--- config.mk ---
export PLATFORM = sky130hd
export DESIGN_NAME = mul_lane
export DESIGN_NICKNAME = d
export VERILOG_FILES = /design/src/hdl/mul_pkg.sv /design/src/hdl/mul_lane.sv
export SDC_FILE = /design/constraint.sdc
export NUM_CORES = 2
export LEC_CHECK = 0
export ABC_AREA = 1
export BUFFER_PORTS_ARGS = -buffer_cell sky130_fd_sc_hd__buf_4
export CAP_MARGIN = 20
export CORE_ASPECT_RATIO = 0.8
export CORE_UTILIZATION = 40
export DETAILED_ROUTE_END_ITERATION = 10
export PLACE_DENSITY = 0.59
export SLEW_MARGIN = 10
export SYNTH_ARGS = -nofsm -noshare
export SYNTH_HDL_FRONTEND = slang
export SYNTH_SLANG_ARGS = --single-unit
--- constraint.sdc ---
create_clock -name clk -period 10.42 [get_ports clk]
set_input_delay 0.521 -clock clk [delete_from_list [all_inputs] [get_ports clk]]
set_output_delay 0.521 -clock clk [all_outputs]
set_load 0.005 [all_outputs]
--- src/hdl/mul_pkg.sv ---
package mul_pkg;

	// --------------------
	// Widths
	// --------------------

	// Register width of the core that this multiply unit serves
	localparam int xlen = 32;

	// --------------------
	// Opcodes
	// --------------------

	// The four M-extension multiply operations
	// Only op_mul returns the low half of the product
	// The other three return the high half and differ in operand signedness
	typedef enum logic [1:0] {
		op_mul    = 2'd0,
		op_mulh   = 2'd1,
		op_mulhsu = 2'd2,
		op_mulhu  = 2'd3
	} mul_op_e;

	// --------------------
	// Transfer types
	// --------------------

	// One multiply request as it enters the unit and as it is issued to a lane
	// The opcode sits in the top two bits, followed by a and then b
	typedef struct packed {
		mul_op_e         op;
		logic [xlen-1:0] a;
		logic [xlen-1:0] b;
	} mul_req_t;

	// One multiply result as it leaves a lane and the unit
	typedef struct packed {
		logic [xlen-1:0] result;
	} mul_rsp_t;

endpackage

--- src/hdl/mul_lane.sv ---
`timescale 1ns/1ns

module mul_lane (
	input  logic              clk,
	input  logic              rst_n,
	input  logic              issue,
	input  mul_pkg::mul_req_t issue_req,
	output logic              lane_valid,
	output mul_pkg::mul_rsp_t lane_rsp
);
	import mul_pkg::*;

	// Operand and opcode registers, loaded on the issue edge
	mul_op_e           op_q;
	logic [xlen-1:0]   a_q;
	logic [xlen-1:0]   b_q;

	// Progress of the operation through the lane
	logic [1:0]        stage;

	// Extended operands and the full double-width product
	logic              a_signed;
	logic              b_signed;
	logic [2*xlen-1:0] a_ext;
	logic [2*xlen-1:0] b_ext;
	logic [2*xlen-1:0] product;

	// --------------------
	// Operand capture
	// --------------------

	// The dispatcher never issues to this lane again before the result edge,
	// so these hold steady for the whole two-cycle product path
	always_ff @(posedge clk) begin
		if (issue) begin
			op_q <= issue_req.op;
			a_q  <= issue_req.a;
			b_q  <= issue_req.b;
		end
	end

	// --------------------
	// Product
	// --------------------

	// MULH treats both operands as signed, MULHSU only a, MULHU and MUL neither
	// MUL ignores signedness anyway since only the low half is kept
	always_comb begin
		a_signed = (op_q == op_mulh) || (op_q == op_mulhsu);
		b_signed = (op_q == op_mulh);
		a_ext    = {{xlen{a_q[xlen-1] & a_signed}}, a_q};
		b_ext    = {{xlen{b_q[xlen-1] & b_signed}}, b_q};
		product  = a_ext * b_ext;
	end

	// Result half is picked by the opcode and captured two edges after issue
	// That edge is also the earliest one at which the next issue can land
	always_ff @(posedge clk) begin
		if (stage[1]) begin
			lane_rsp.result <= (op_q == op_mul) ? product[xlen-1:0] : product[2*xlen-1:xlen];
		end
	end

	// --------------------
	// Valid pipeline
	// --------------------

	// stage[0] marks operands loaded, stage[1] marks the product settling
	// lane_valid follows stage[1] by one edge to line up with the result register
	always_ff @(posedge clk or negedge rst_n) begin
		if (!rst_n) begin
			stage      <= 2'b00;
			lane_valid <= 1'b0;
		end else begin
			stage      <= {stage[0], issue};
			lane_valid <= stage[1];
		end
	end

endmodule

# Yosys cells after proc, flatten, opt, wreduce, memory -nomap -nowiden
# Cells that the tools add are included.
# W data, S select, Z words.
dict set report totals {
  regBits 101
  latch_bits 0
  ram_bits 0
  mem_bits_ro 0
  out_inout_bits 33
  wordCells 14
  mem_count 0
}
dict set report classes {
  n_addsub 0
  mul 1
  n_div 0
  magnitude_cmp 0
  eq_ne 2
  n_shift 0
  n_mux 1
  bitwise 2
  n_reduce_logical 2
}
# cell count
set op_table {}
lappend op_table {{$mul A33 B33 Y64} 1}
lappend op_table {{$mux W32} 1}
lappend op_table {{$and A1 B1 Y1} 2}
lappend op_table {{$eq A2 B1 Y1 const B} 1}
lappend op_table {{$eq A2 B2 Y1 const B} 1}
lappend op_table {{$logic_not A2 Y1} 1}
lappend op_table {{$logic_or A1 B1 Y1} 1}

# Depth between registers and ports, before layout
dict set report logic_depth {
  depth_word 5
  depth_mapped 38
  mapped_depth_nobuf 37
}

# Least setup slack after synthesis
# Ideal clock, no wire load.
dict set report synth_path {
  path_kind {reg-to-reg}
  from {register op_q[0]}
  to {register lane_rsp[29] (netlist bit), data pin}
  setup_time_ps 253
  arrival_ps 7528
  required_ps 10167
  slack_ps 2639
  stages_incl_launch_ff 34
  n_path_buf 1
  path_cell_list {edfxtp_1 inv_1 ha_1 nand2_1 inv_1 clkbuf_1 nand2_1 inv_1 fa_1 inv_1 fa_1 inv_1 fa_1 inv_1 fa_1 fa_1 inv_1 fa_1 inv_1 fa_1 fa_1 inv_1 ha_1 nand2_1 nor2_1 inv_1 nor2_1 nand2_1 nor3_1 nand2_1 nand3_1 nand2_1 nand3_1 nand2_1}
}
dict set report synth_between {
  elab_chain_len 5
  elab_cells_between_ends 8
}
# item line
set synth_rtl {}
lappend synth_rtl {{start: declaration} mul_lane.sv:14} ;# mul_op_e op_q;
lappend synth_rtl {{start signal: assignment} mul_lane.sv:36} ;# op_q <= issue_req.op;
lappend synth_rtl {{$eq A2 B1 Y1 or $eq A2 B2 Y1 (tied branches)} {mul_lane.sv:49, mul_lane.sv:50}}
lappend synth_rtl {{$logic_or A1 B1 Y1} mul_lane.sv:49} ;# a_signed = (op_q == op_mulh) || (op_q == op_mulhsu);
lappend synth_rtl {{$and A1 B1 Y1} mul_lane.sv:51} ;# a_ext = {{xlen{a_q[xlen-1] & a_signed}}, a_q};
lappend synth_rtl {{$mul A33 B33 Y64} mul_lane.sv:53} ;# product = a_ext * b_ext;
lappend synth_rtl {{$mux W32 *} mul_lane.sv:60} ;# lane_rsp.result <= (op_q == op_mul) ? product[xlen-1:0] : product[2*xlen-1:xlen];
lappend synth_rtl {{end: declaration} mul_lane.sv:9} ;# output mul_pkg::mul_rsp_t lane_rsp
# Mark *: on every way between the ends. The rest lies on a longest branch, timed or not.
# A chain may end at the register's enable or synchronous reset.

# Worst setup path after layout
dict set report layout_path {
  from {register op_q[0]}
  to {register lane_rsp[27] (netlist bit), data pin}
}
# The elaborated chain is that of the path after synthesis.

==> impl_metrics.csv <==
group,metric,value,unit
run_status,status,"finished, final reports clean",
worst_setup_path,timing.rr.start,"op_q[0]",
worst_setup_path,cp_common_cell,"inv_1",
timing,fin_crit_sh,0.877,
worst_setup_path,path_class,"reg2reg",
die,dieArea,111000,sq um
timing,finalSetupViolations,0,
die,fp-row-count,108,
logic_synthesis,netlist_area,43700,sq um
worst_hold_path,hp-class,"in2reg",
worst_setup_path,critPathSlowestCell,"fa_1",
cells_and_area,drive_above_1_share,0.0458,
logic_synthesis,ys_warn_count,0,
logic_synthesis,syn_inst,5396,
timing,rsz0062_at_grt,"false",
clock_tree,cts.clk_slew.worst_paths,0.12,ns
worst_setup_path,path_buf_inv,11,
worst_setup_path,critPathRequiredTime,10.61,ns
route,wirelength,135000,microns
clock_tree,cts_buffers,9,
die,die_h,298,microns
worst_hold_path,holdPathStages,1,
die,ios,102,
worst_setup_path,cp-end-kind,"register",
global_routing,gr-total-overflow,0,
cells_and_area,mostFrequentLayoutCell,"inv_1",
die,initial_utilization,0.403,
clock_tree,clk_path_buf_depth,2,
logic_synthesis,synth_seq_cells,101,
placed_design,dp_slack,1.37,ns
timing,setup_slack,1.29,ns
cells_and_area,final_cell_mix,"1688 x inv_1, 1524 x nand2_1, 1125 x fa_1, 214 x ha_1, 192 x buf_4",
die,chipWidth,371,microns
worst_setup_path,startpoint_type,"register",
route,vias,32800,
logic_synthesis,synth_edf_count,98,
cells_and_area,syn_to_final_growth,6.10,%
worst_setup_path,r2r_setup_slack,1.29,ns
clock_tree,cts.sinks,101,
worst_setup_path,path_max_fanout,18,
clock_tree,cts-root-buf,"clkbuf_16",
placed_design,dp_hpwl,116000,microns
timing,finalSetupTns,0,ns
route,ant_nets,0,
worst_hold_path,hp-start,"issue_req[40]",
die,core,108000,sq um
timing,fin_crit,9.13,ns
timing,tightest_slew,1.11,ns
worst_hold_path,holdPathEnd,"a_q[8]",
global_routing,grt_pass1_wl,213000,microns
logic_synthesis,yosysUniqueCellTypes,33,
placed_design,numPortBuffers,101,
global_routing,groute.usage.overall,0.260,
route,viasPerCell,4.84,
route,first_pass_iters,6,
logic_synthesis,avgSynthCellArea,8.10,sq um
logic_synthesis,synthArstFlopShare,0.0297,
worst_setup_path,r2r_cells,33,
clock_tree,cts_setup_buffers,0,
timing,maxSlewViolCount,0,
logic_synthesis,ys_seq_area_frac,0.0691,
worst_setup_path,arrival,9.32,ns
timing,maxSlewHeadroom,0.262,
cells_and_area,fillers,11000,
global_routing,grt_pass1_vias,35100,
worst_setup_path,path_depth,33,
placed_design,routabilityCongestion,0.973,
logic_synthesis,syn_nets,6804,
global_routing,antenna_found_initial,5,
cells_and_area,layout.nets,6748,
clock_tree,cts.htree.levels,3,
logic_synthesis,synth-main-ff-cell,"edfxtp_1",
worst_setup_path,cp_slowest_stage_delay,0.92,ns
clock_tree,cts_tree,"done",
flow_run,maxCapViolCount,0,
route,post_drt_wl_per_cell,19.9,microns
route,drtIter0Drc,2551,
timing,final.setup_skew,0.0454,ns
worst_setup_path,r2r_end,"lane_rsp[27]",
clock_tree,clk_latency,0.45,ns
worst_setup_path,cp_top_family,"adder cells",
timing,fmax,109,MHz
timing,hold_viol,0,
global_routing,grt_max_degree,40,
route,drc,0,
-- state kept, by name (all words and copies together) (netlist names) --
register / cells
op_q: 2
stage: 2
lane_rsp: 32
a_q: 32
b_q: 32
lane_valid: 1
-- worst register-to-register path: cells and delay by family (launching register included) --
family	cells	cell delay [ns]
adders and majority gates	10	5.14
DFF	1	0.36
and+or+nand+nor	12	1.47
buffers and inverters	11	1.92
-- cells in the mapped netlist (all sizes together) (15+ instances only) --
cell | count | area (sq um)
nand3 | 97 | 510
fa | 1125 | 22500
ha | 214 | 2680
nand4 | 15 | 93.8
clkbuf | 261 | 980
o21ai | 55 | 279
inv | 1688 | 6340
a21oi | 78 | 394
nand2 | 1530 | 5760
edfxtp | 98 | 2940
o21bai | 15 | 113
nor2 | 164 | 638
-- per-layer routing --
| layer | part of all wire | track usage | wire (microns) |
|---|---|---|---|
| met1 | 0.44 | 0.369 | 59200 |
| met2 | 0.45 | 0.398 | 60200 |
| met3 | 0.085 | 0.0566 | 11400 |
| met4 | 0.028 | 0.0730 | 3810 |
| met5 | 0.00088 | 0.00568 | 119 |
-- metrics by stage --
stage	hold WS [ns]	cells	instance area (sq um)	utilization
3_3_place_gp	0.318	6752	45900	0.424
5_1_grt	0.225	6775	46300	0.428
6_report	0.237	6777	46300	0.428
3_5_place_dp	0.318	6752	45900	0.424
4_1_cts	0.203	6769	46200	0.427
2_1_floorplan	0.225	5396	43700	-
-- logic make-up (layout without fill, tap and decap cells) --
family                   after synthesis  in the layout  share of synthesized area
AO/OA/AOI/OAI                        150            150                     0.0184
other                                  0              2                          0
buffers and inverters               1956           1905                      0.168
adder cells (fa/ha/maj)             1339           1339                      0.577
AND/OR/NAND/NOR                     1835           1835                      0.164
XOR/XNOR                              15             15                    0.00301
flip-flops                           101            101                     0.0691
-- final cells by class --
cell class | instances | area (sq um) | share of cell area
well taps | 1430 | 1790 | 0.0386
clock inverters | 5 | 42.5 | 0.000918
repair buffers | 200 | 1590 | 0.0343
diodes | 2 | 5.00 | 0.000108
multi-input cells | 3339 | 33300 | 0.719
inverters | 1689 | 6340 | 0.137
clock buffers | 11 | 243 | 0.00524
flip-flops and latches | 101 | 3020 | 0.0651
-- timing repair --
item | in CTS | in global routing
hold buffers | 1 | 0
gates resized for setup | 0 | 0
hold endpoints to repair | 3 | 0
-- how the worst max path moves through the flow --
stage	start	end	slack, ns
2_1_floorplan	op_q[0]	lane_rsp[29]	2.64
3_3_place_gp	op_q[0]	lane_rsp[27]	1.58
3_5_place_dp	op_q[0]	lane_rsp[27]	1.37
4_1_cts	op_q[0]	lane_rsp[24]	1.32
5_1_grt	op_q[0]	lane_rsp[27]	0.75
6_report	op_q[0]	lane_rsp[27]	1.29
Power is not shown: default switching activity piles up to over one toggle a cycle in this logic, so the estimate is an artifact.
