==> config.mk <==
export PLATFORM = sky130hd
export DESIGN_NAME = mul_dispatch
export DESIGN_NICKNAME = d
export VERILOG_FILES = /design/src/hdl/mul_pkg.sv /design/src/hdl/mul_dispatch.sv
export SDC_FILE = /design/constraint.sdc
export NUM_CORES = 1
export LEC_CHECK = 0
export ABC_AREA = 1
export BUFFER_PORTS_ARGS = -buffer_cell sky130_fd_sc_hd__buf_2
export CORE_ASPECT_RATIO = 1.75
export CORE_UTILIZATION = 50
export DETAILED_ROUTE_END_ITERATION = 16
export HOLD_SLACK_MARGIN = 0.1
export PLACE_DENSITY = 0.71
export SLEW_MARGIN = 20
export SYNTH_ARGS = -nofsm -noshare
export SYNTH_HDL_FRONTEND = slang
export SYNTH_SLANG_ARGS = --single-unit
export TNS_END_PERCENT = 100
==> constraint.sdc <==
create_clock -name clk -period 3.6 [get_ports clk]
set_clock_uncertainty 0.2 [all_clocks]
set_input_delay 0.36 -clock clk [delete_from_list [all_inputs] [get_ports clk]]
set_output_delay 0.36 -clock clk [all_outputs]
set_load 0.01 [all_outputs]
==> src/hdl/mul_pkg.sv <==
package mul_pkg;

	// --------------------
	// Widths
	// --------------------

	// Register width of the core that this multiply unit serves
	localparam int xlen = 32;

	// --------------------
	// Opcodes
	// --------------------

	// The four M-extension multiply operations
	// Only op_mul returns the low half of the product
	// The other three return the high half and differ in operand signedness
	typedef enum logic [1:0] {
		op_mul    = 2'd0,
		op_mulh   = 2'd1,
		op_mulhsu = 2'd2,
		op_mulhu  = 2'd3
	} mul_op_e;

	// --------------------
	// Transfer types
	// --------------------

	// One multiply request as it enters the unit and as it is issued to a lane
	// The opcode sits in the top two bits, followed by a and then b
	typedef struct packed {
		mul_op_e         op;
		logic [xlen-1:0] a;
		logic [xlen-1:0] b;
	} mul_req_t;

	// One multiply result as it leaves a lane and the unit
	typedef struct packed {
		logic [xlen-1:0] result;
	} mul_rsp_t;

endpackage

==> src/hdl/mul_dispatch.sv <==
`timescale 1ns/1ns

module mul_dispatch #(
	parameter int n_lanes   = 2,
	parameter int in_depth  = 4,
	parameter int rsp_depth = 4
) (
	input  logic               clk,
	input  logic               rst_n,
	input  logic               req_valid,
	input  mul_pkg::mul_req_t  req,
	output logic               req_credit,
	output logic [n_lanes-1:0] issue,
	output mul_pkg::mul_req_t  issue_req,
	input  logic               slot_free
);
	import mul_pkg::*;

	localparam int ptr_w  = (in_depth > 1) ? $clog2(in_depth) : 1;
	localparam int cnt_w  = $clog2(in_depth + 1);
	localparam int lane_w = (n_lanes > 1) ? $clog2(n_lanes) : 1;
	localparam int slot_w = $clog2(rsp_depth + 1);

	// Input request queue
	mul_req_t           q_mem [in_depth];
	logic [ptr_w-1:0]   wr_ptr;
	logic [ptr_w-1:0]   rd_ptr;
	logic [cnt_w-1:0]   q_count;

	// Lane tracking
	logic [lane_w-1:0]  rr_ptr;
	logic [1:0]         busy_cnt [n_lanes];
	logic [n_lanes-1:0] lane_free;

	// Free entries in the collector queue not yet claimed by an issued request
	logic [slot_w-1:0]  slot_cnt;

	// Head of the queue goes to a lane this cycle
	logic               fire;

	// --------------------
	// Issue decision
	// --------------------

	// Busy count is 2 right after issue and the lane takes a new operation at the
	// edge where the count falls from 1 to 0, giving an issue interval of two
	always_comb begin
		for (int i = 0; i < n_lanes; i++) begin
			lane_free[i] = (busy_cnt[i] <= 2'd1);
		end
	end

	assign fire      = (q_count != '0) && lane_free[rr_ptr] && (slot_cnt != '0);
	assign issue     = fire ? (n_lanes'(1) << rr_ptr) : '0;
	assign issue_req = q_mem[rd_ptr];

	// --------------------
	// Request queue
	// --------------------

	// The upstream only sends while it holds a credit, so a push never meets a full queue
	always_ff @(posedge clk) begin
		if (req_valid) begin
			q_mem[wr_ptr] <= req;
		end
	end

	always_ff @(posedge clk or negedge rst_n) begin
		if (!rst_n) begin
			wr_ptr     <= '0;
			rd_ptr     <= '0;
			q_count    <= '0;
			req_credit <= 1'b0;
		end else begin
			if (req_valid) begin
				wr_ptr <= (wr_ptr == ptr_w'(in_depth - 1)) ? '0 : wr_ptr + 1'b1;
			end
			if (fire) begin
				rd_ptr <= (rd_ptr == ptr_w'(in_depth - 1)) ? '0 : rd_ptr + 1'b1;
			end
			// Simultaneous push and pop leaves the count unchanged
			case ({req_valid, fire})
				2'b10:   q_count <= q_count + 1'b1;
				2'b01:   q_count <= q_count - 1'b1;
				default: q_count <= q_count;
			endcase
			// Each departing request frees one queue slot for the upstream
			req_credit <= fire;
		end
	end

	// --------------------
	// Lane and slot state
	// --------------------

	always_ff @(posedge clk or negedge rst_n) begin
		if (!rst_n) begin
			rr_ptr   <= '0;
			slot_cnt <= slot_w'(rsp_depth);
			for (int i = 0; i < n_lanes; i++) begin
				busy_cnt[i] <= 2'd0;
			end
		end else begin
			// Issue order 0, 1, .. n_lanes-1, matched by the collector
			if (fire) begin
				rr_ptr <= (rr_ptr == lane_w'(n_lanes - 1)) ? '0 : rr_ptr + 1'b1;
			end
			for (int i = 0; i < n_lanes; i++) begin
				if (issue[i]) begin
					busy_cnt[i] <= 2'd2;
				end else if (busy_cnt[i] != 2'd0) begin
					busy_cnt[i] <= busy_cnt[i] - 2'd1;
				end
			end
			// A slot is claimed at issue and given back when the collector emits it
			case ({fire, slot_free})
				2'b10:   slot_cnt <= slot_cnt - 1'b1;
				2'b01:   slot_cnt <= slot_cnt + 1'b1;
				default: slot_cnt <= slot_cnt;
			endcase
		end
	end

endmodule

* After elaboration in Yosys (flattened, before gate mapping) *
Memory sizes are Yosys's and may differ from the RTL's.
Cells that the tools add are included.

operators by class
  $add $sub $neg = 9
  $lt $le $gt $ge = 3
  equal/unequal tests = 6
  shift operators = 1
  muxes and demuxes = 14
  reductions and logical operators = 10

operator list
  kind                 number
  $mux 2               7
  $pmux 3 s2           2
  $reduce_bool 2->1    6
  $eq 2x2->1 const B   4
  $add 3x1->3 const B  2
  $reduce_bool 3->1    2
  $sub 3x1->3 const B  2
  $mux 1               5
  $add 2x1->2 const B  2
  $eq 2x1->1 const B   2
  $le 2x1->1 const B   2
  $sub 2x1->2 const B  2
  $logic_and 1x1->1    2
  $lt 1x2->1 const B   1
  $shl 1x1->2 const A  1
  $add 1x1->1 const B  1

storage, ports and cells
  bits in registers = 16
  RAM bits = 264
  input port bits = 70
  output and inout bits = 69
  word-level logic and storage cells = 52
  memories = 1

memory list
  name   depth  bits a word  rd ports  clocked after memory_dff  wr ports  RTL line            text
  q_mem  4      66           1         0                         1         mul_dispatch.sv:25  mul_req_t q_mem [in_depth];

* Longest topological paths before layout *
Gate-level depths: netlist of the first run.

  word-level depth = 7
  gate-level depth with buffers = 14
  depth with buffers taken out = 14

* Least setup slack after synthesis of the first run *
OpenSTA, ideal clock, no wires.

  path kind = input to register
  start = input port req_valid
  end = memory q_mem[3][0] (netlist name), enable pin
  library setup time = 0.420 ns
  arrival = 1.995 ns
  data required time = 2.980 ns
  setup slack = 0.984 ns
  cell stages on the path = 3
  buffers on the path = 1
  cell sequence = clkbuf_1 -> nand2_1 -> inv_1

between the ends
  cells in the longest elaborated chain, start to end = 2

RTL lines
  element                       RTL line            text
  start, declared               mul_dispatch.sv:10  input logic req_valid,
  $mux 1                        mul_dispatch.sv:63  if (req_valid) begin
  $mux 1 (implied by the code)  mul_dispatch.sv:64  q_mem[wr_ptr] <= req;
  end, declared                 mul_dispatch.sv:25

No other way between the ends.

==> results of run 1 <==
-- final timing paths --
| check | start | endpoint | cells after the start |
|---|---|---|---|
| hold / removal | q_count[2] | q_count[2] | 2 |
| setup reg to reg | busy_cnt[1] | slot_cnt[1] | 11 |
| min in group asynchronous | rst_n | busy_cnt[0] | 3 |
| max in group asynchronous | rst_n | rd_ptr[0] | 4 |
| setup / recovery | rd_ptr[0] | issue_req[1] | 5 |
| hold reg to reg | q_count[2] | q_count[2] | 2 |
-- critical path, stage by stage, from the launching register on --
cell	delay [ns]
sky130_fd_sc_hd__dfrtp_4	0.75
sky130_fd_sc_hd__inv_4	0.54
sky130_fd_sc_hd__buf_4	0.42
sky130_fd_sc_hd__o21ai_0	0.20
sky130_fd_sc_hd__o22ai_1	0.23
sky130_fd_sc_hd__buf_2	0.18
-- metal layers --
layer  vias to the layer above  GRT usage (%)
met5                         -              0
met1                      3306           22.0
li1                       3186              -
met2                       189           38.2
met4                         0           9.53
met3                        49           2.90
-- cell families (layout without fill, tap and decap cells) --
| logic type | Yosys count | count (layout) | share of synthesized area [%] |
|---|---|---|---|
| flip-flops | 280 | 280 | 77.6 |
| AO/OA/AOI/OAI | 208 | 208 | 10.5 |
| AND/OR/NAND/NOR | 176 | 176 | 6.69 |
| buffers and inverters | 73 | 296 | 3.41 |
| adder cells (fa/ha/maj) | 12 | 12 | 1.54 |
| XOR/XNOR | 2 | 2 | 0.163 |
| multiplexers | 1 | 1 | 0.105 |
| other | 0 | 2 | 0 |
-- registers in the layout (all words and copies together) (netlist names) --
signal	cells
q_mem	264
rd_ptr	2
slot_cnt	3
rr_ptr	1
busy_cnt	4
q_count	3
req_credit	1
wr_ptr	2
-- layout make-up --
type / instances / area share, %
Sequential cell: 280 / 63.6
Multi-Input combinational cell: 399 / 15.6
Timing Repair Buffer: 223 / 11.8
Clock buffer: 32 / 5.05
Tap cell: 252 / 2.41
Inverter: 29 / 0.850
Clock inverter: 12 / 0.659
Antenna cell: 2 / 0.0382
-- cells in the final DEF (no fill, tap or decap), drive strengths merged --
master and instances:
xnor2 1, nand3 6, o22ai 66, bufinv 1, dfrtp 15, buf 152
o21ai 141, inv 29, clkbuf 32, dlygate4sd3 71, nor3 1, edfxtp 264
dfstp 1, nor2 138, mux2 1, xor2 1, a21oi 1, clkinv 10
fa 2, nand2 31, diode 2, clkinvlp 1, ha 10
-- through the flow --
step	instances	power, W	hold WS (ns)	cell area [um2]
final	1229	0.0105	0.286	13100
after global routing	1229	0.0111	0.343	13100
after CTS	1227	0.0106	0.293	13100
after detailed placement	1112	0.00807	0.104	11600
after global placement	1112	0.00799	0.106	11600
after floorplan	752	0.00683	-0.136	10700
-- where the power goes --
part | total [W] | switching, W | internal, W
clock network | 0.00245 | 0.00108 | 0.00137
logic | 0.00354 | 0.00231 | 0.00123
registers | 0.00449 | 0.000276 | 0.00421
-- what timing repair did --
| action | CTS | global route |
|---|---|---|
| endpoints found under the hold margin | 285 | 0 |
| hold buffers | 71 | 0 |
| setup buffers | 0 | 0 |
| resized for setup | 0 | 0 |
==> results.toml, run 1 <==
[status]
run_status = "completed"

[global_routing]
vias_in_the_first_global_route = 6894
track_usage_pct = 20.3
grt_start_max_net_pins = 68
grt_first_pass_wirelength_mm = 34.1
globalRouteOverflowTotal = 0
number_of_antenna_violations_at_the_first_check_in_global_routing = 2

[floorplan]
floorplan.io_pins = 139
initial_core_utilization_pct = 51.3
die_footprint_mm2 = 0.0221
fp-row-count = 70
die_width_um = 113
core_region_area_mm2 = 0.0209
die_h_um = 196

[layout]
postLayoutCoreUtil_pct = 62.6
multi_input_comb_area_mm2 = 0.00204
final_net_count = 1039
final_layout_size_suffix_gt1_share_pct = 21.1
count_of_filler_cells_inserted_in_the_layout = 1568
areaGrowthSynthToFinish_pct = 22.0
layout.area.seq_mm2 = 0.00833

[route]
post_drt_via_cell_ratio = 5.48
postRouteWirelength_mm = 22.2
number_of_search_and_repair_iterations_in_the_first_detailed_routing_pass = 6
route.detailed.drc = 0
route.antenna.remaining_nets = 0
dr.max_layer_used = "met4"
wl_met1_mm = 8.41
dr_wl_met3_um = 953
detailroute.via_count = 6730
post_drt_wl_per_cell_um = 18.1
route.met2.wl_mm = 12.2
count_of_routing_violations_after_the_opening_detailed_route_iteration = 396

[placement]
dp_hpwl_mm = 13.0
numPortBuffers = 138
worst_slack_placed_ns = 0.728
gp_congestion = 0.749

[synthesis]
synth_sequential_area_ratio_pct = 77.6
postSynthCellCount = 752
synth_enable_flop_cells = 264
synthDominantCellAreaShare_pct = 73.8
yosys_register_bits = 280
synth-warning-count = 0
per_instance_average_area_after_synthesis_um2 = 14.3
synth.top_cells.by_count = "264 x sky130_fd_sc_hd__edfxtp_1, 137 x sky130_fd_sc_hd__nor2_1, 128 x sky130_fd_sc_hd__o21ai_0, 66 x sky130_fd_sc_hd__o22ai_1"
count_of_unique_library_cells_instantiated_by_yosys = 28
synth_most_common_cell = "sky130_fd_sc_hd__edfxtp_1"
synth-main-ff-cell = "sky130_fd_sc_hd__edfxtp_1"
synthTopCellsByArea = "sky130_fd_sc_hd__edfxtp_1 74%, sky130_fd_sc_hd__o21ai_0 6.0%, sky130_fd_sc_hd__nor2_1 4.8%"
postSynthNetCount = 834
yosys.area.top_type = "sky130_fd_sc_hd__edfxtp_1"
async_flop_share_pct = 5.71
synth_area_mm2 = 0.0107

[clocking]
htree_levels = 1
numCtsBuffers = 24
tritoncts_clock_tree = "built"
clock-root-buffer = "sky130_fd_sc_hd__clkbuf_16"
clkTransAtPathRegs_ns = 0.07
insertion_delay_ns = 0.51
numClockSinks = 280
cts_buffer_depth = 3

[sta]
report.final.hold_viol_count = 0
worst_slew_margin_rel_pct = 52.5
post_route_minimum_period_ns = 3.41
report.final.setup_viol = 0
finalSetupTns_ns = 0
timing.final.crit_share_pct = 94.8
worst_pin_slew_ns = 0.713
rsz_0062_raised_after_global_routing = "no"
setup_ws_ns = 0.188
timing.fmax_mhz = 293
slew_viol_final = 0

[worst_setup_path]
critical_path_source_type = "register"
cp.required_ns = 3.04
timing.setup.critical_path_class = "reg2out"
worst-endpoint-arrival_ns = 2.85
reg2reg_slack_ns = 1.21
critical_path_fanouts_max = 67
cp-end-kind = "output port"

[power]
ir_drop_mv = 0.609
lkg_pwr_nw = 4.79
p_per_area_mw_per_mm2 = 800

[flow_run]
cap_viol_max_count = 0

[hold_path]
path_category_of_the_worst_min_delay_check = "reg2reg"
Note: power is estimated with default switching activity, not from simulation.
==> run 2, diff against run 1 <==
- CORE_MARGIN: not set -> 1
- MAX_ROUTING_LAYER: not set -> met4
==> run 2 against run 1 <==
Fmax up 0.26%. Clock power about the same. Wire length down 0.18%. First-iteration DRC count up 4.3%. Critical path depth unchanged. Largest power group unchanged. Count of clock-buffer cells in the layout unchanged. Largest cell class unchanged. Utilization unchanged. Cell count unchanged. Sequential cell count unchanged. Die area unchanged. Worst setup slack better by 0.0088 ns.
==> results.toml, run 2 (same netlist as run 1, synthesis figures left out) <==
[placement]
gp_congestion = 0.759
placedCellCount = 1112
worst_slack_placed_ns = 0.728
dp_hpwl_mm = 13.0
numPortBuffers = 138

[clocking]
insertion_delay_ns = 0.51
tritoncts_clock_tree = "built"
post-cts-setup-buffers = 0
numClockSinks = 280
clock-root-buffer = "sky130_fd_sc_hd__clkbuf_16"
htree_levels = 1
clkTransAtPathRegs_ns = 0.07
cts_hold_buf = 71
cts_buffer_depth = 3
cts_repair_resize_count = 0
numCtsBuffers = 24

[power]
swShare_pct = 34.9
power.clock.fraction_pct = 23.3
ir_drop_mv = 0.614
p_per_area_mw_per_mm2 = 799
internal_power_w = 0.00681
lkg_pwr_nw = 4.79
combinational_share_of_power_pct = 33.8
power.net_switching_w = 0.00366
share_seq_of_total_power_pct = 42.9
post-layout-total-power_w = 0.0105

[floorplan]
initial_core_utilization_pct = 51.3
die_width_um = 113
core_region_area_mm2 = 0.0209
die_footprint_mm2 = 0.0221
die_h_um = 196
floorplan.io_pins = 139
fp-row-count = 70

[layout]
count_of_filler_cells_inserted_in_the_layout = 1568
largest_register_ff_count = 264
final_layout_size_suffix_gt1_share_pct = 21.1
multi_input_comb_area_mm2 = 0.00204
regMostFlops = "q_mem"
layout.cells.most_common_list = "264 x sky130_fd_sc_hd__edfxtp_1, 138 x sky130_fd_sc_hd__buf_2, 137 x sky130_fd_sc_hd__nor2_1"
layout.area.seq_mm2 = 0.00833
areaGrowthSynthToFinish_pct = 22.0
post_layout_nonfiller_instances = 1229
largest_registers = "q_mem x264, busy_cnt x4"
postLayoutCoreUtil_pct = 62.6
mostFrequentLayoutCell = "sky130_fd_sc_hd__edfxtp_1"
final_net_count = 1039

[sta]
post_route_minimum_period_ns = 3.40
rsz_0062_raised_after_global_routing = "no"
finalSetupTns_ns = 0
report.final.hold_viol_count = 0
worst_slew_margin_rel_pct = 51.9
setup_ws_ns = 0.197
worst_pin_slew_ns = 0.721
report.final.setup_viol = 0
timing.fmax_mhz = 294
timing.final.crit_share_pct = 94.5
slew_viol_final = 0

[route]
detailroute.via_count = 6697
count_of_routing_violations_after_the_opening_detailed_route_iteration = 413
route.detailed.drc = 0
route.antenna.remaining_nets = 0
number_of_search_and_repair_iterations_in_the_first_detailed_routing_pass = 5
post_drt_via_cell_ratio = 5.45
post_drt_wl_per_cell_um = 18.1
postRouteWirelength_mm = 22.2

[global_routing]
globalRouteOverflowTotal = 0
vias_in_the_first_global_route = 6890
grt_first_pass_wirelength_mm = 34.1
grt_start_max_net_pins = 68
track_usage_pct = 20.9
number_of_antenna_violations_at_the_first_check_in_global_routing = 2

[hold_path]
hold-path-endpoint = "q_count[2]"
hold-path-cell-count = 2
path_category_of_the_worst_min_delay_check = "reg2reg"
timing.hold.worst.start = "q_count[2]"

[worst_setup_path]
reg2reg_slack_ns = 1.21
terminus_of_the_critical_flop_to_flop_path = "slot_cnt[1]"
critical_path_buf_inv_count = 3
cp.required_ns = 3.04
cp_slowest_stage_delay_ns = 0.75
critical_path_fanouts_max = 67
timing.rr.start = "busy_cnt[1]"
worst_r2r_path_depth = 11
critical_path.cell_chain = "inv_4 > buf_4 > o21ai_0 > o22ai_1 > buf_2"
worst_path_max_delay_cell = "sky130_fd_sc_hd__dfrtp_4"
timing.setup.critical_path_class = "reg2out"
cp-end-kind = "output port"
critical_path_source_type = "register"
worst-endpoint-arrival_ns = 2.84
critical_path.top_delay_family = "buffers and inverters"

[flow_run]
cap_viol_max_count = 0

[status]
run_status = "completed"
run 2: cell counts in the layout (fill, tap and decap cells not counted):
No cell type changed its count.
run 2: power groups by stage:
| stage | clock network [W] | registers [W] | logic (W) |
|---|---|---|---|
| global placement | 0 | 0.00454 | 0.00346 |
| floorplan | 0 | 0.00443 | 0.00240 |
| CTS | 0.00249 | 0.00449 | 0.00360 |
| finish | 0.00244 | 0.00449 | 0.00353 |
| detailed placement | 0 | 0.00455 | 0.00352 |
| global route | 0.00262 | 0.00454 | 0.00391 |
run 2: layer usage:
metal / up-vias / track usage [%] / routed length, um
met2: 175 / 38.3 / 12200
met5: - / - / 0
met1: 3284 / 21.9 / 8330
met4: 0 / 9.53 / 713
li1: 3190 / - / -
met3: 48 / 2.90 / 970
run 2: final cells by class:
cell class | instances | share of cell area, %
flip-flops and latches | 280 | 63.6
multi-input cells | 399 | 15.6
inverters | 29 | 0.850
repair buffers | 223 | 11.8
well taps | 252 | 2.41
diodes | 2 | 0.0382
clock buffers | 32 | 5.05
clock inverters | 12 | 0.659
run 2: how the worst max path moves through the flow:
stage	from	to	cells past startpoint
6_report	rd_ptr[0]	issue_req[1]	5
2_1_floorplan	req_valid	q_mem[3][0]	3
4_1_cts	rd_ptr[0]	issue_req[1]	5
3_3_place_gp	rd_ptr[0]	issue_req[59]	5
3_5_place_dp	rd_ptr[0]	issue_req[1]	5
5_1_grt	rd_ptr[0]	issue_req[1]	5
run 2: stage by stage:
| stage | hold WS [ns] | cell area (um2) |
|---|---|---|
| after floorplan | -0.136 | 10700 |
| after global placement | 0.106 | 11600 |
| after detailed placement | 0.104 | 11600 |
| after CTS | 0.293 | 13100 |
| after global routing | 0.343 | 13100 |
| final | 0.285 | 13100 |
run 2: worst min-delay path, stage by stage (launching register included):
cell and delay [ns]:
sky130_fd_sc_hd__dfrtp_1 0.35, sky130_fd_sc_hd__nand2_1 0.05, sky130_fd_sc_hd__nand2_1 0.05
