File: src/hdl/mul_pkg.sv
package mul_pkg;

	// --------------------
	// Widths
	// --------------------

	// Register width of the core that this multiply unit serves
	localparam int xlen = 32;

	// --------------------
	// Opcodes
	// --------------------

	// The four M-extension multiply operations
	// Only op_mul returns the low half of the product
	// The other three return the high half and differ in operand signedness
	typedef enum logic [1:0] {
		op_mul    = 2'd0,
		op_mulh   = 2'd1,
		op_mulhsu = 2'd2,
		op_mulhu  = 2'd3
	} mul_op_e;

	// --------------------
	// Transfer types
	// --------------------

	// One multiply request as it enters the unit and as it is issued to a lane
	// The opcode sits in the top two bits, followed by a and then b
	typedef struct packed {
		mul_op_e         op;
		logic [xlen-1:0] a;
		logic [xlen-1:0] b;
	} mul_req_t;

	// One multiply result as it leaves a lane and the unit
	typedef struct packed {
		logic [xlen-1:0] result;
	} mul_rsp_t;

endpackage

File: src/hdl/mul_collect.sv
`timescale 1ns/1ns

module mul_collect #(
	parameter int n_lanes     = 2,
	parameter int rsp_depth   = 4,
	parameter int out_credits = 2
) (
	input  logic               clk,
	input  logic               rst_n,
	input  logic [n_lanes-1:0] lane_valid,
	input  mul_pkg::mul_rsp_t  lane_rsp [n_lanes],
	output logic               slot_free,
	output logic               rsp_valid,
	output mul_pkg::mul_rsp_t  rsp,
	input  logic               rsp_credit
);
	import mul_pkg::*;

	localparam int ptr_w  = (rsp_depth > 1) ? $clog2(rsp_depth) : 1;
	localparam int cnt_w  = $clog2(rsp_depth + 1);
	localparam int lane_w = (n_lanes > 1) ? $clog2(n_lanes) : 1;
	localparam int cred_w = $clog2(out_credits + 1);

	// In-order response queue
	mul_rsp_t          q_mem [rsp_depth];
	logic [ptr_w-1:0]  wr_ptr;
	logic [ptr_w-1:0]  rd_ptr;
	logic [cnt_w-1:0]  q_count;

	// Lane whose result is due next
	logic [lane_w-1:0] rr_ptr;
	logic              take;

	// Credits held for the downstream consumer
	logic [cred_w-1:0] out_cnt;

	// --------------------
	// Result gathering
	// --------------------

	// All lanes share one latency and were issued in round-robin order,
	// so the pointed lane is always the next to finish
	assign take = lane_valid[rr_ptr];

	// Slot credits held by the dispatcher keep this write from overflowing the queue
	always_ff @(posedge clk) begin
		if (take) begin
			q_mem[wr_ptr] <= lane_rsp[rr_ptr];
		end
	end

	// --------------------
	// Response output
	// --------------------

	// Head is shown whenever there is one and the consumer has room for it
	assign rsp_valid = (q_count != '0) && (out_cnt != '0);
	assign rsp       = q_mem[rd_ptr];

	// Every presented entry is popped at once and its slot handed back upstream
	assign slot_free = rsp_valid;

	// --------------------
	// Pointers and counters
	// --------------------

	always_ff @(posedge clk or negedge rst_n) begin
		if (!rst_n) begin
			rr_ptr  <= '0;
			wr_ptr  <= '0;
			rd_ptr  <= '0;
			q_count <= '0;
			out_cnt <= cred_w'(out_credits);
		end else begin
			if (take) begin
				rr_ptr <= (rr_ptr == lane_w'(n_lanes - 1)) ? '0 : rr_ptr + 1'b1;
				wr_ptr <= (wr_ptr == ptr_w'(rsp_depth - 1)) ? '0 : wr_ptr + 1'b1;
			end
			if (rsp_valid) begin
				rd_ptr <= (rd_ptr == ptr_w'(rsp_depth - 1)) ? '0 : rd_ptr + 1'b1;
			end
			case ({take, rsp_valid})
				2'b10:   q_count <= q_count + 1'b1;
				2'b01:   q_count <= q_count - 1'b1;
				default: q_count <= q_count;
			endcase
			// One credit spent per response, one returned per rsp_credit pulse
			case ({rsp_valid, rsp_credit})
				2'b10:   out_cnt <= out_cnt - 1'b1;
				2'b01:   out_cnt <= out_cnt + 1'b1;
				default: out_cnt <= out_cnt;
			endcase
		end
	end

endmodule

File: config.mk
export PLATFORM = sky130hd
export DESIGN_NAME = mul_collect
export DESIGN_NICKNAME = d
export VERILOG_FILES = /design/src/hdl/mul_pkg.sv /design/src/hdl/mul_collect.sv
export SDC_FILE = /design/constraint.sdc
export NUM_CORES = 1
export LEC_CHECK = 0
export BUFFER_PORTS_ARGS = -buffer_cell sky130_fd_sc_hd__buf_4
export CAP_MARGIN = 20
export CELL_PAD_IN_SITES_DETAIL_PLACEMENT = 2
export CELL_PAD_IN_SITES_GLOBAL_PLACEMENT = 2
export CORE_ASPECT_RATIO = 1.25
export CORE_MARGIN = 4
export CORE_UTILIZATION = 42
export CTS_CLUSTER_DIAMETER = 100
export DETAILED_ROUTE_END_ITERATION = 10
export MAX_ROUTING_LAYER = met4
export PLACE_DENSITY_LB_ADDON = 0.1
export SLEW_MARGIN = 5
export SYNTH_ARGS = -nofsm -noshare
export SYNTH_HDL_FRONTEND = slang
export SYNTH_SLANG_ARGS = --single-unit
File: constraint.sdc
create_clock -name clk -period 3.9 [get_ports clk]
set_clock_uncertainty 0.15 [all_clocks]
set_input_delay 0.39 -clock clk [delete_from_list [all_inputs] [get_ports clk]]
set_output_delay 0.39 -clock clk [all_outputs]
set_load 0.01 [all_outputs]
After elaboration in Yosys (flattened, before gate mapping)
Memories as Yosys holds them, arrays and structs flattened.
Index checks and enable logic that the tools add are counted.
{"block": "word_totals", "n_memories": 1, "regBits": 10, "ram_bits": 128, "inputBits": 69, "wordCells": 39}
{"name": "q_mem", "depth": 4, "word_bits": 32, "read_ports": 1, "rd_ports_with_merged_regs": 0, "wr": 1, "line_no": "mul_collect.sv:25", "text": "mul_rsp_t q_mem [rsp_depth];"}
{"block": "op_classes", "n_reduce_logical": 5, "n_addsub": 7, "mux": 12, "order_cmp": 2, "eq_ne": 6, "n_bitwise": 1}
{"cell": "2-to-1 mux 32 bit", "n": 3}
{"cell": "equality test 2 bit, second input constant", "n": 4}
{"cell": "adder 2 x 1 -> 2 bit, second input constant", "n": 3}
{"cell": "one-hot mux 3 bit (2 select lines)", "n": 1}
{"cell": "nonzero test 2 bit", "n": 3}
{"cell": "2-to-1 mux 1 bit", "n": 5}
{"cell": "equality test 2 x 1 -> 1 bit, second input constant", "n": 2}
{"cell": "2-to-1 mux 2 bit", "n": 2}
{"cell": "one-hot mux 2 bit (2 select lines)", "n": 1}
{"cell": "adder 3 x 1 -> 3 bit, second input constant", "n": 1}
{"cell": "nonzero test 3 bit", "n": 1}
{"cell": "subtractor 3 x 1 -> 3 bit, second input constant", "n": 1}
{"cell": "greater-or-equal comparator 2 bit, second input constant", "n": 1}
{"cell": "< comparator 1 x 2 -> 1 bit, second input constant", "n": 1}
{"cell": "NOT 1 -> 2 bit", "n": 1}
{"cell": "subtractor 2 x 1 -> 2 bit, second input constant", "n": 1}
{"cell": "adder 1 bit, second input constant", "n": 1}
{"cell": "logical AND 1 bit", "n": 1}

Logic depth before layout (Yosys ltp)
Gate-level depths: netlist (run 1).
{"block": "logic_depth", "ltp_word": 4, "mapped_depth": 7, "ltp_nobuf": 7}

Worst setup path before layout (run 1)
No wires, ideal clock.
{"block": "synth_timing", "kind": "reg2reg", "from": "register rr_ptr", "to": "memory q_mem[0][0] (netlist bit), enable pin", "path_buffers": 1, "setup_slack_ns": 1.165, "t_arrival_ns": 2.160, "stages_incl_launch_ff": 4, "t_required_ns": 3.325, "setup_time_ns": 0.425, "synth_period_minus_slack_ns": 2.735, "cell_sequence": "dfrtp_1 buf_6 mux2i_4 nor2b_1"}
{"block": "synth_between", "elab_chain_cells": 4}
{"element": "from (decl)", "line_no": "mul_collect.sv:31", "text": "logic [lane_w-1:0] rr_ptr;"}
{"element": "from (signal assigned)", "line_no": "mul_collect.sv:76", "text": "rr_ptr <= (rr_ptr == lane_w'(n_lanes - 1)) ? '0 : rr_ptr + 1'b1;"}
{"element": "2-to-1 mux 1 bit (implied by the code) (2 in series)", "line_no": "mul_collect.sv:43", "text": "assign take = lane_valid[rr_ptr];"}
{"element": "2-to-1 mux 1 bit", "line_no": "mul_collect.sv:47", "text": "if (take) begin"}
{"element": "2-to-1 mux 1 bit (implied by the code)", "line_no": "mul_collect.sv:48", "text": "q_mem[wr_ptr] <= lane_rsp[rr_ptr];"}
{"element": "to (decl)", "line_no": "mul_collect.sv:25"}
No other way between the ends. The select of a mux whose other input is x is not followed.

==> results.sh, run 1 <==
export IMPL_commonest_cells_in_the_synthesized_netlist="edfxtp_1 (128), mux2_2 (35), mux4_2 (28)"
export IMPL_finalSetupViolations=0
export IMPL_synthToLayoutAreaGrowth_pct=30.5
export IMPL_synth_enable_flop_cells=128
export IMPL_internal_power_mw=4.30
export IMPL_grt_util_met2_pct=29.4
export IMPL_main_combinational_cell_family_by_area_after_synthesis="multiplexers"
export IMPL_final_util_pct=55.9
export IMPL_synthSimpleGateAreaFrac_pct=0.821
export IMPL_gr_max_usage_layer="met2"
export IMPL_clk_latency_ns=0.41
export IMPL_cp_startpoint="rd_ptr[0]"
export IMPL_gr_usage_met1_pct=20.5
export IMPL_final_hold_viol_count=0
export IMPL_cp_end_kind="output port"
export IMPL_core_area_um2=13200
export IMPL_p_seq_share_pct=38.0
export IMPL_grt_usage_pct=17.3
export IMPL_grt_use_met3_pct=3.56
export IMPL_post_synth_mux_area_share_pct=20.4
export IMPL_clk_slew_on_worst_s_h_paths_ns=0.06
export IMPL_dp_hpwl_um=7520
export IMPL_synth_area_um2=5640
export IMPL_rrSetupSlack_ns=1.67
export IMPL_grt_overflow_total=0
export IMPL_layout_drive_gt1_share_pct=55.8
export IMPL_tritoncts_num_buffers=17
export IMPL_path_cells="buf_4 > mux4_1 > buf_4"
export IMPL_viasPerCell=5.11
export IMPL_cpMostUsedCell="buf_4"
export IMPL_crit_path_start_kind="register"
export IMPL_worstPathBufferInverterCount=2
export IMPL_diodes=0
export IMPL_routed_via_count=2803
export IMPL_post_cts_resized_instances=0
export IMPL_synth_most_common_cell="edfxtp_1"
export IMPL_route_detailed_wl_per_inst_um=22.5
export IMPL_max_cap_viol_count=0
export IMPL_cp_arrival_ns=2.17
export IMPL_synth_area_leader_cell="edfxtp_1"
export IMPL_hold_path_endpoint="rr_ptr"
export IMPL_postSynthRegisterBits=138
export IMPL_max_clock_freq_ghz=0.370
export IMPL_boundary_pins=103
export IMPL_critical_path_reg2reg_endpoint="q_count[2]"
export IMPL_critPathMaxFanout=16
export IMPL_synth_compound_area_share_pct=0.844
export IMPL_cp_data_required_time_ns=3.36
export IMPL_synth_fa_ha_area_share_pct=1.91
export IMPL_whs_path_depth=2
export IMPL_outcome="finished clean"
export IMPL_power_frac_clock_pct=32.6
export IMPL_holdCritStartpoint="lane_valid[1]"
export IMPL_dp_cells=513
export IMPL_max_stage_delay_ns=0.62
export IMPL_grt_pass1_wl_um=19000
export IMPL_synth_seq_area_share_pct=72.7
export IMPL_yosys_cell_types_count=23
export IMPL_cts_tree="built"
export IMPL_worst_slew_slack_as_a_fraction_of_its_limit_pct=44.8
export IMPL_worst_ir_drop_vdd_mv=0.426
export IMPL_die_area_um2=15300
export IMPL_maximum_number_of_pins_on_one_net_before_global_route_repair=35
export IMPL_drt_pass1_iter_count=4
export IMPL_top_cells_by_area_synth="edfxtp_1 (68%), mux4_2 (11%), mux2_2 (7.0%)"
export IMPL_synthXorXnorAreaFrac_pct=0.932
export IMPL_net_switching_share_of_the_total_power_pct=27.3
export IMPL_async_reset_ff_share_pct=7.25
export IMPL_max_clock_path_buffers=2
export IMPL_detail_route_drc_violations=0
export IMPL_post_cts_setup_buffer_count=0
export IMPL_total_power_mw=5.92
export IMPL_buffer_ports_inserted=102
export IMPL_netlist_area_leader_share_pct=68.2
export IMPL_cpMaxStageDelayCell="mux4_1"
export IMPL_drtIter0Drc=167
export IMPL_syn_mean_instance_area_um2=22.6
export IMPL_ctsHtreeMaxLevel=4
export IMPL_post_synth_inst_count=249
export IMPL_power_leakage_nw=2.69
export IMPL_dominantRegCellSynth="edfxtp_1"
export IMPL_grt_pass1_vias=3248
export IMPL_routed_wirelength_um=12400
export IMPL_reg2reg_from="q_count[1]"
export IMPL_final_period_utilization_pct=69.4
export IMPL_dieHeight_um=138
export IMPL_timing_final_max_slew_violations=0
export IMPL_final_hold_worst_slack_ns=0.0171
export IMPL_timing_hold_worst_class="in -> reg"
export IMPL_path_class="reg -> out"
export IMPL_finalCriticalPeriod_ns=2.71
export IMPL_antenna_violating_nets_post_route=0
export IMPL_cts_root_buffer_cell="clkbuf_16"
export IMPL_fin_cells=549
export IMPL_combinationalPowerShare_pct=29.4
export IMPL_layout_nets=442
export IMPL_die_w_um=112
export IMPL_timing_reg2reg_worst_path_depth=7
export IMPL_grt_setup_unrepaired="no"
export IMPL_total_switching_power_mw=1.61
export IMPL_synth_warnings=0
export IMPL_final_fill_count=1156
export IMPL_initial_utilization_pct=42.8
export IMPL_cts_sinks=138
export IMPL_synth_fp_nets=326
export IMPL_placementRows=47
export IMPL_cp_top_family="multiplexers"
export IMPL_timing_worst_slew_pin_value_ns=0.829
export IMPL_setup_tns_ns=0
export IMPL_initial_antenna_violation_count=0
export IMPL_p_per_area_nw_per_um2=804
export IMPL_gp_routability_congestion=0.679
-- through the flow --
stage                     setup WS, ns  cell area, µm²
after floorplan                   1.17            5640
after detailed placement          1.59            6570
final                             1.19            7360
after global placement            1.58            6550
after CTS                         1.13            7280
after global routing              1.08            7360
-- flip-flops by register name, summed over array words and instances, names as in the netlist --
name	flops
out_cnt	2
q_count	3
q_mem	128
rd_ptr	2
rr_ptr	1
wr_ptr	2
-- routing by layer --
metal	share of wire, %	up-vias
li1	-	1259
met3	3.5	14
met1	42	1453
met5	0	-
met4	1.4	0
met2	54	77
-- final cells by class --
class                   instances  area (µm²)  share of cell area, %
flip-flops and latches        138        4100                   55.7
multi-input cells              95        1440                   19.5
repair buffers                110         893                   12.1
clock buffers                  19         433                   5.88
clock inverters                13         272                   3.69
well taps                     171         214                   2.91
inverters                       3        11.3                  0.153
-- power by group through the flow --
stage	Clock [mW]	Sequential, mW	Combinational [mW]
2_1_floorplan	0	2.14	1.17
3_3_place_gp	0	2.26	1.67
3_5_place_dp	0	2.28	1.71
4_1_cts	1.96	2.26	1.74
5_1_grt	2.04	2.29	1.89
6_report	1.93	2.25	1.74
-- cells by family after synthesis --
family          Yosys count
fa+ha+maj                 8
flops                   138
xor+xnor                  6
mux                      68
compound gates            4
buf+inv                  16
simple gates              9
-- placed cells by master, fill, tap and decap left out, types with 4 or more instances in the layout --
master     synthesis  routed
buf_4              1     105
bufinv_16          0       8
clkbuf_16          0      17
dfrtp_1            9       6
edfxtp_1         128     128
ha_1               7       7
mux2_2            35      35
mux4_1             4       4
mux4_2            28      28
nor2b_4            0       4
-- worst max-delay path by stage --
stage | end | cells after the start | slack (ns)
6_report | rsp[0] | 3 | 1.19
5_1_grt | rsp[0] | 3 | 1.08
4_1_cts | rsp[0] | 3 | 1.13
3_5_place_dp | rsp[0] | 3 | 1.59
3_3_place_gp | rsp[0] | 3 | 1.58
2_1_floorplan | q_mem[0][0] | 3 | 1.17
-- repair_timing --
item                                    in CTS  in global routing
endpoints found under the setup margin       0                  0
hold buffers                                 1                  0
endpoints found under the hold margin       10                  0
(Power assumes the default switching activity.)
==> run 2, diff against run 1 <==
CORE_UTILIZATION = 38   (was 42)
clock period = 2.4 ns   (was 3.9 ns; I/O delays follow)
==> results.sh, run 2 (synthesis gave the netlist of run 1 again) <==
export IMPL_timing_reg2reg_worst_path_depth=7
export IMPL_boundary_pins=103
export IMPL_routed_via_count=2855
export IMPL_timing_worst_slew_pin_value_ns=0.505
export IMPL_power_leakage_nw=2.65
export IMPL_setup_tns_ns=0
export IMPL_buffer_ports_inserted=102
export IMPL_viasPerCell=5.05
export IMPL_max_cap_viol_count=0
export IMPL_critical_path_reg2reg_endpoint="q_count[2]"
export IMPL_grt_overflow_total=0
export IMPL_gp_routability_congestion=0.693
export IMPL_die_w_um=117
export IMPL_die_area_um2=16900
export IMPL_finalCriticalPeriod_ns=2.26
export IMPL_antenna_violating_nets_post_route=0
export IMPL_tritoncts_num_buffers=17
export IMPL_initial_utilization_pct=39.0
export IMPL_dieHeight_um=144
export IMPL_final_period_utilization_pct=94.3
export IMPL_worst_ir_drop_vdd_mv=0.633
export IMPL_finalSetupViolations=0
export IMPL_hold_path_endpoint="q_mem[0][16]"
export IMPL_p_per_area_nw_per_um2=1230
export IMPL_grt_setup_unrepaired="no"
export IMPL_crit_path_start_kind="register"
export IMPL_outcome="finished clean"
export IMPL_grt_pass1_vias=3239
export IMPL_cts_root_buffer_cell="clkbuf_16"
export IMPL_cp_data_required_time_ns=2.55
export IMPL_diodes=0
export IMPL_whs_path_depth=2
export IMPL_clk_latency_ns=0.42
export IMPL_layout_drive_gt1_share_pct=55.6
export IMPL_critPathMaxFanout=5
export IMPL_rrSetupSlack_ns=0.14
export IMPL_layout_setup_ws_ns=0.136
export IMPL_drtIter0Drc=103
export IMPL_top_regs="q_mem: 128 flops, q_count: 3 flops"
export IMPL_cp_end_kind="register"
export IMPL_post_cts_setup_buffer_count=0
export IMPL_placed_area_um2=6690
export IMPL_largest_reg_flops=128
export IMPL_ctsHtreeMaxLevel=4
export IMPL_path_class="reg -> reg"
export IMPL_finish_instance_area_um2=7300
export IMPL_layout_common_cells="edfxtp_1 (128), buf_4 (109), mux2_2 (35)"
export IMPL_clk_slew_on_worst_s_h_paths_ns=0.06
export IMPL_core_area_um2=14500
export IMPL_final_hold_viol_count=0
export IMPL_detailedPlace_worstSlack_ns=0.130
export IMPL_post_cts_resized_instances=0
export IMPL_routed_wirelength_um=12300
export IMPL_cts_sinks=138
export IMPL_grt_pass1_wl_um=18900
export IMPL_worst_slew_slack_as_a_fraction_of_its_limit_pct=66.3
export IMPL_cp_arrival_ns=2.42
export IMPL_largest_register="q_mem"
export IMPL_grt_usage_pct=16.3
export IMPL_maximum_number_of_pins_on_one_net_before_global_route_repair=35
export IMPL_route_detailed_wl_per_inst_um=21.8
export IMPL_max_clock_freq_ghz=0.442
export IMPL_dp_hpwl_um=8210
export IMPL_synthToLayoutAreaGrowth_pct=29.5
export IMPL_final_hold_worst_slack_ns=0.0215
export IMPL_drt_pass1_iter_count=4
export IMPL_final_fill_count=1285
export IMPL_layout_commonest_cell="edfxtp_1"
export IMPL_holdCritStartpoint="lane_rsp[48]"
export IMPL_initial_antenna_violation_count=0
export IMPL_cts_tree="built"
export IMPL_placementRows=49
export IMPL_reg2reg_from="q_count[0]"
export IMPL_max_clock_path_buffers=2
export IMPL_layout_nets=451
export IMPL_detail_route_drc_violations=0
export IMPL_timing_final_max_slew_violations=0
export IMPL_timing_hold_worst_class="in -> reg"
[run 2: critical path, cell delays in order (launching register included)]
cell	delay (ns)
dfrtp_1	0.45
o32ai_4	0.37
inv_1	0.14
ha_1	0.27
fa_1	0.40
xnor2_1	0.17
nor2_1	0.06
xor2_1	0.14
[run 2: worst max path at each step]
stage | slack (ns) | to | startpoint | depth (start not counted)
floorplan | -0.33 | q_mem[0][0] | rr_ptr | 3
global placement | 0.23 | q_count[2] | q_count[1] | 7
detailed placement | 0.13 | q_count[2] | q_count[0] | 7
CTS | 0.10 | rsp[0] | rd_ptr[0] | 3
global route | 0.0007 | q_count[2] | q_count[0] | 7
finish | 0.14 | q_count[2] | q_count[0] | 7
[run 2: per-layer routing]
layer / track usage [%] / routed length [µm] / share of wire (%) / up-vias
li1: - / - / - / 1274
met1: 18.4 / 4890 / 40 / 1502
met2: 27.5 / 6750 / 55 / 63
met3: 4.44 / 463 / 3.8 / 16
met4: 6.46 / 200 / 1.6 / 0
met5: - / 0 / 0 / -
[run 2: final cells by class]
class                           count  area (µm²)  area share (%)
Sequential cell                   138        4100            56.2
Multi-Input combinational cell     95        1440            19.7
Timing Repair Buffer              119         968            13.3
Clock inverter                     14         131            1.80
Clock buffer                       18         429            5.88
Tap cell                          178         223            3.05
Inverter                            3        11.3           0.154
[run 2: timing repair]
item / 4_1_cts / 5_1_grt
setup endpoints to repair: 0 / 1
hold endpoints to repair: 16 / 0
hold buffers: 5 / 0
[run 2: per-stage QoR]
step / power [mW] / cells / util [%]
after global routing: 9.50 / 565 / 50.4
after global placement: 6.55 / 528 / 46.2
after floorplan: 5.38 / 249 / -
after CTS: 9.17 / 565 / 50.4
final: 8.99 / 565 / 50.4
after detailed placement: 6.65 / 528 / 46.2
[run 2: power breakdown]
group          switching (mW)  internal (mW)
clock network           0.957           1.51
logic                    1.40           1.59
registers               0.247           3.29
total                    2.60           6.39
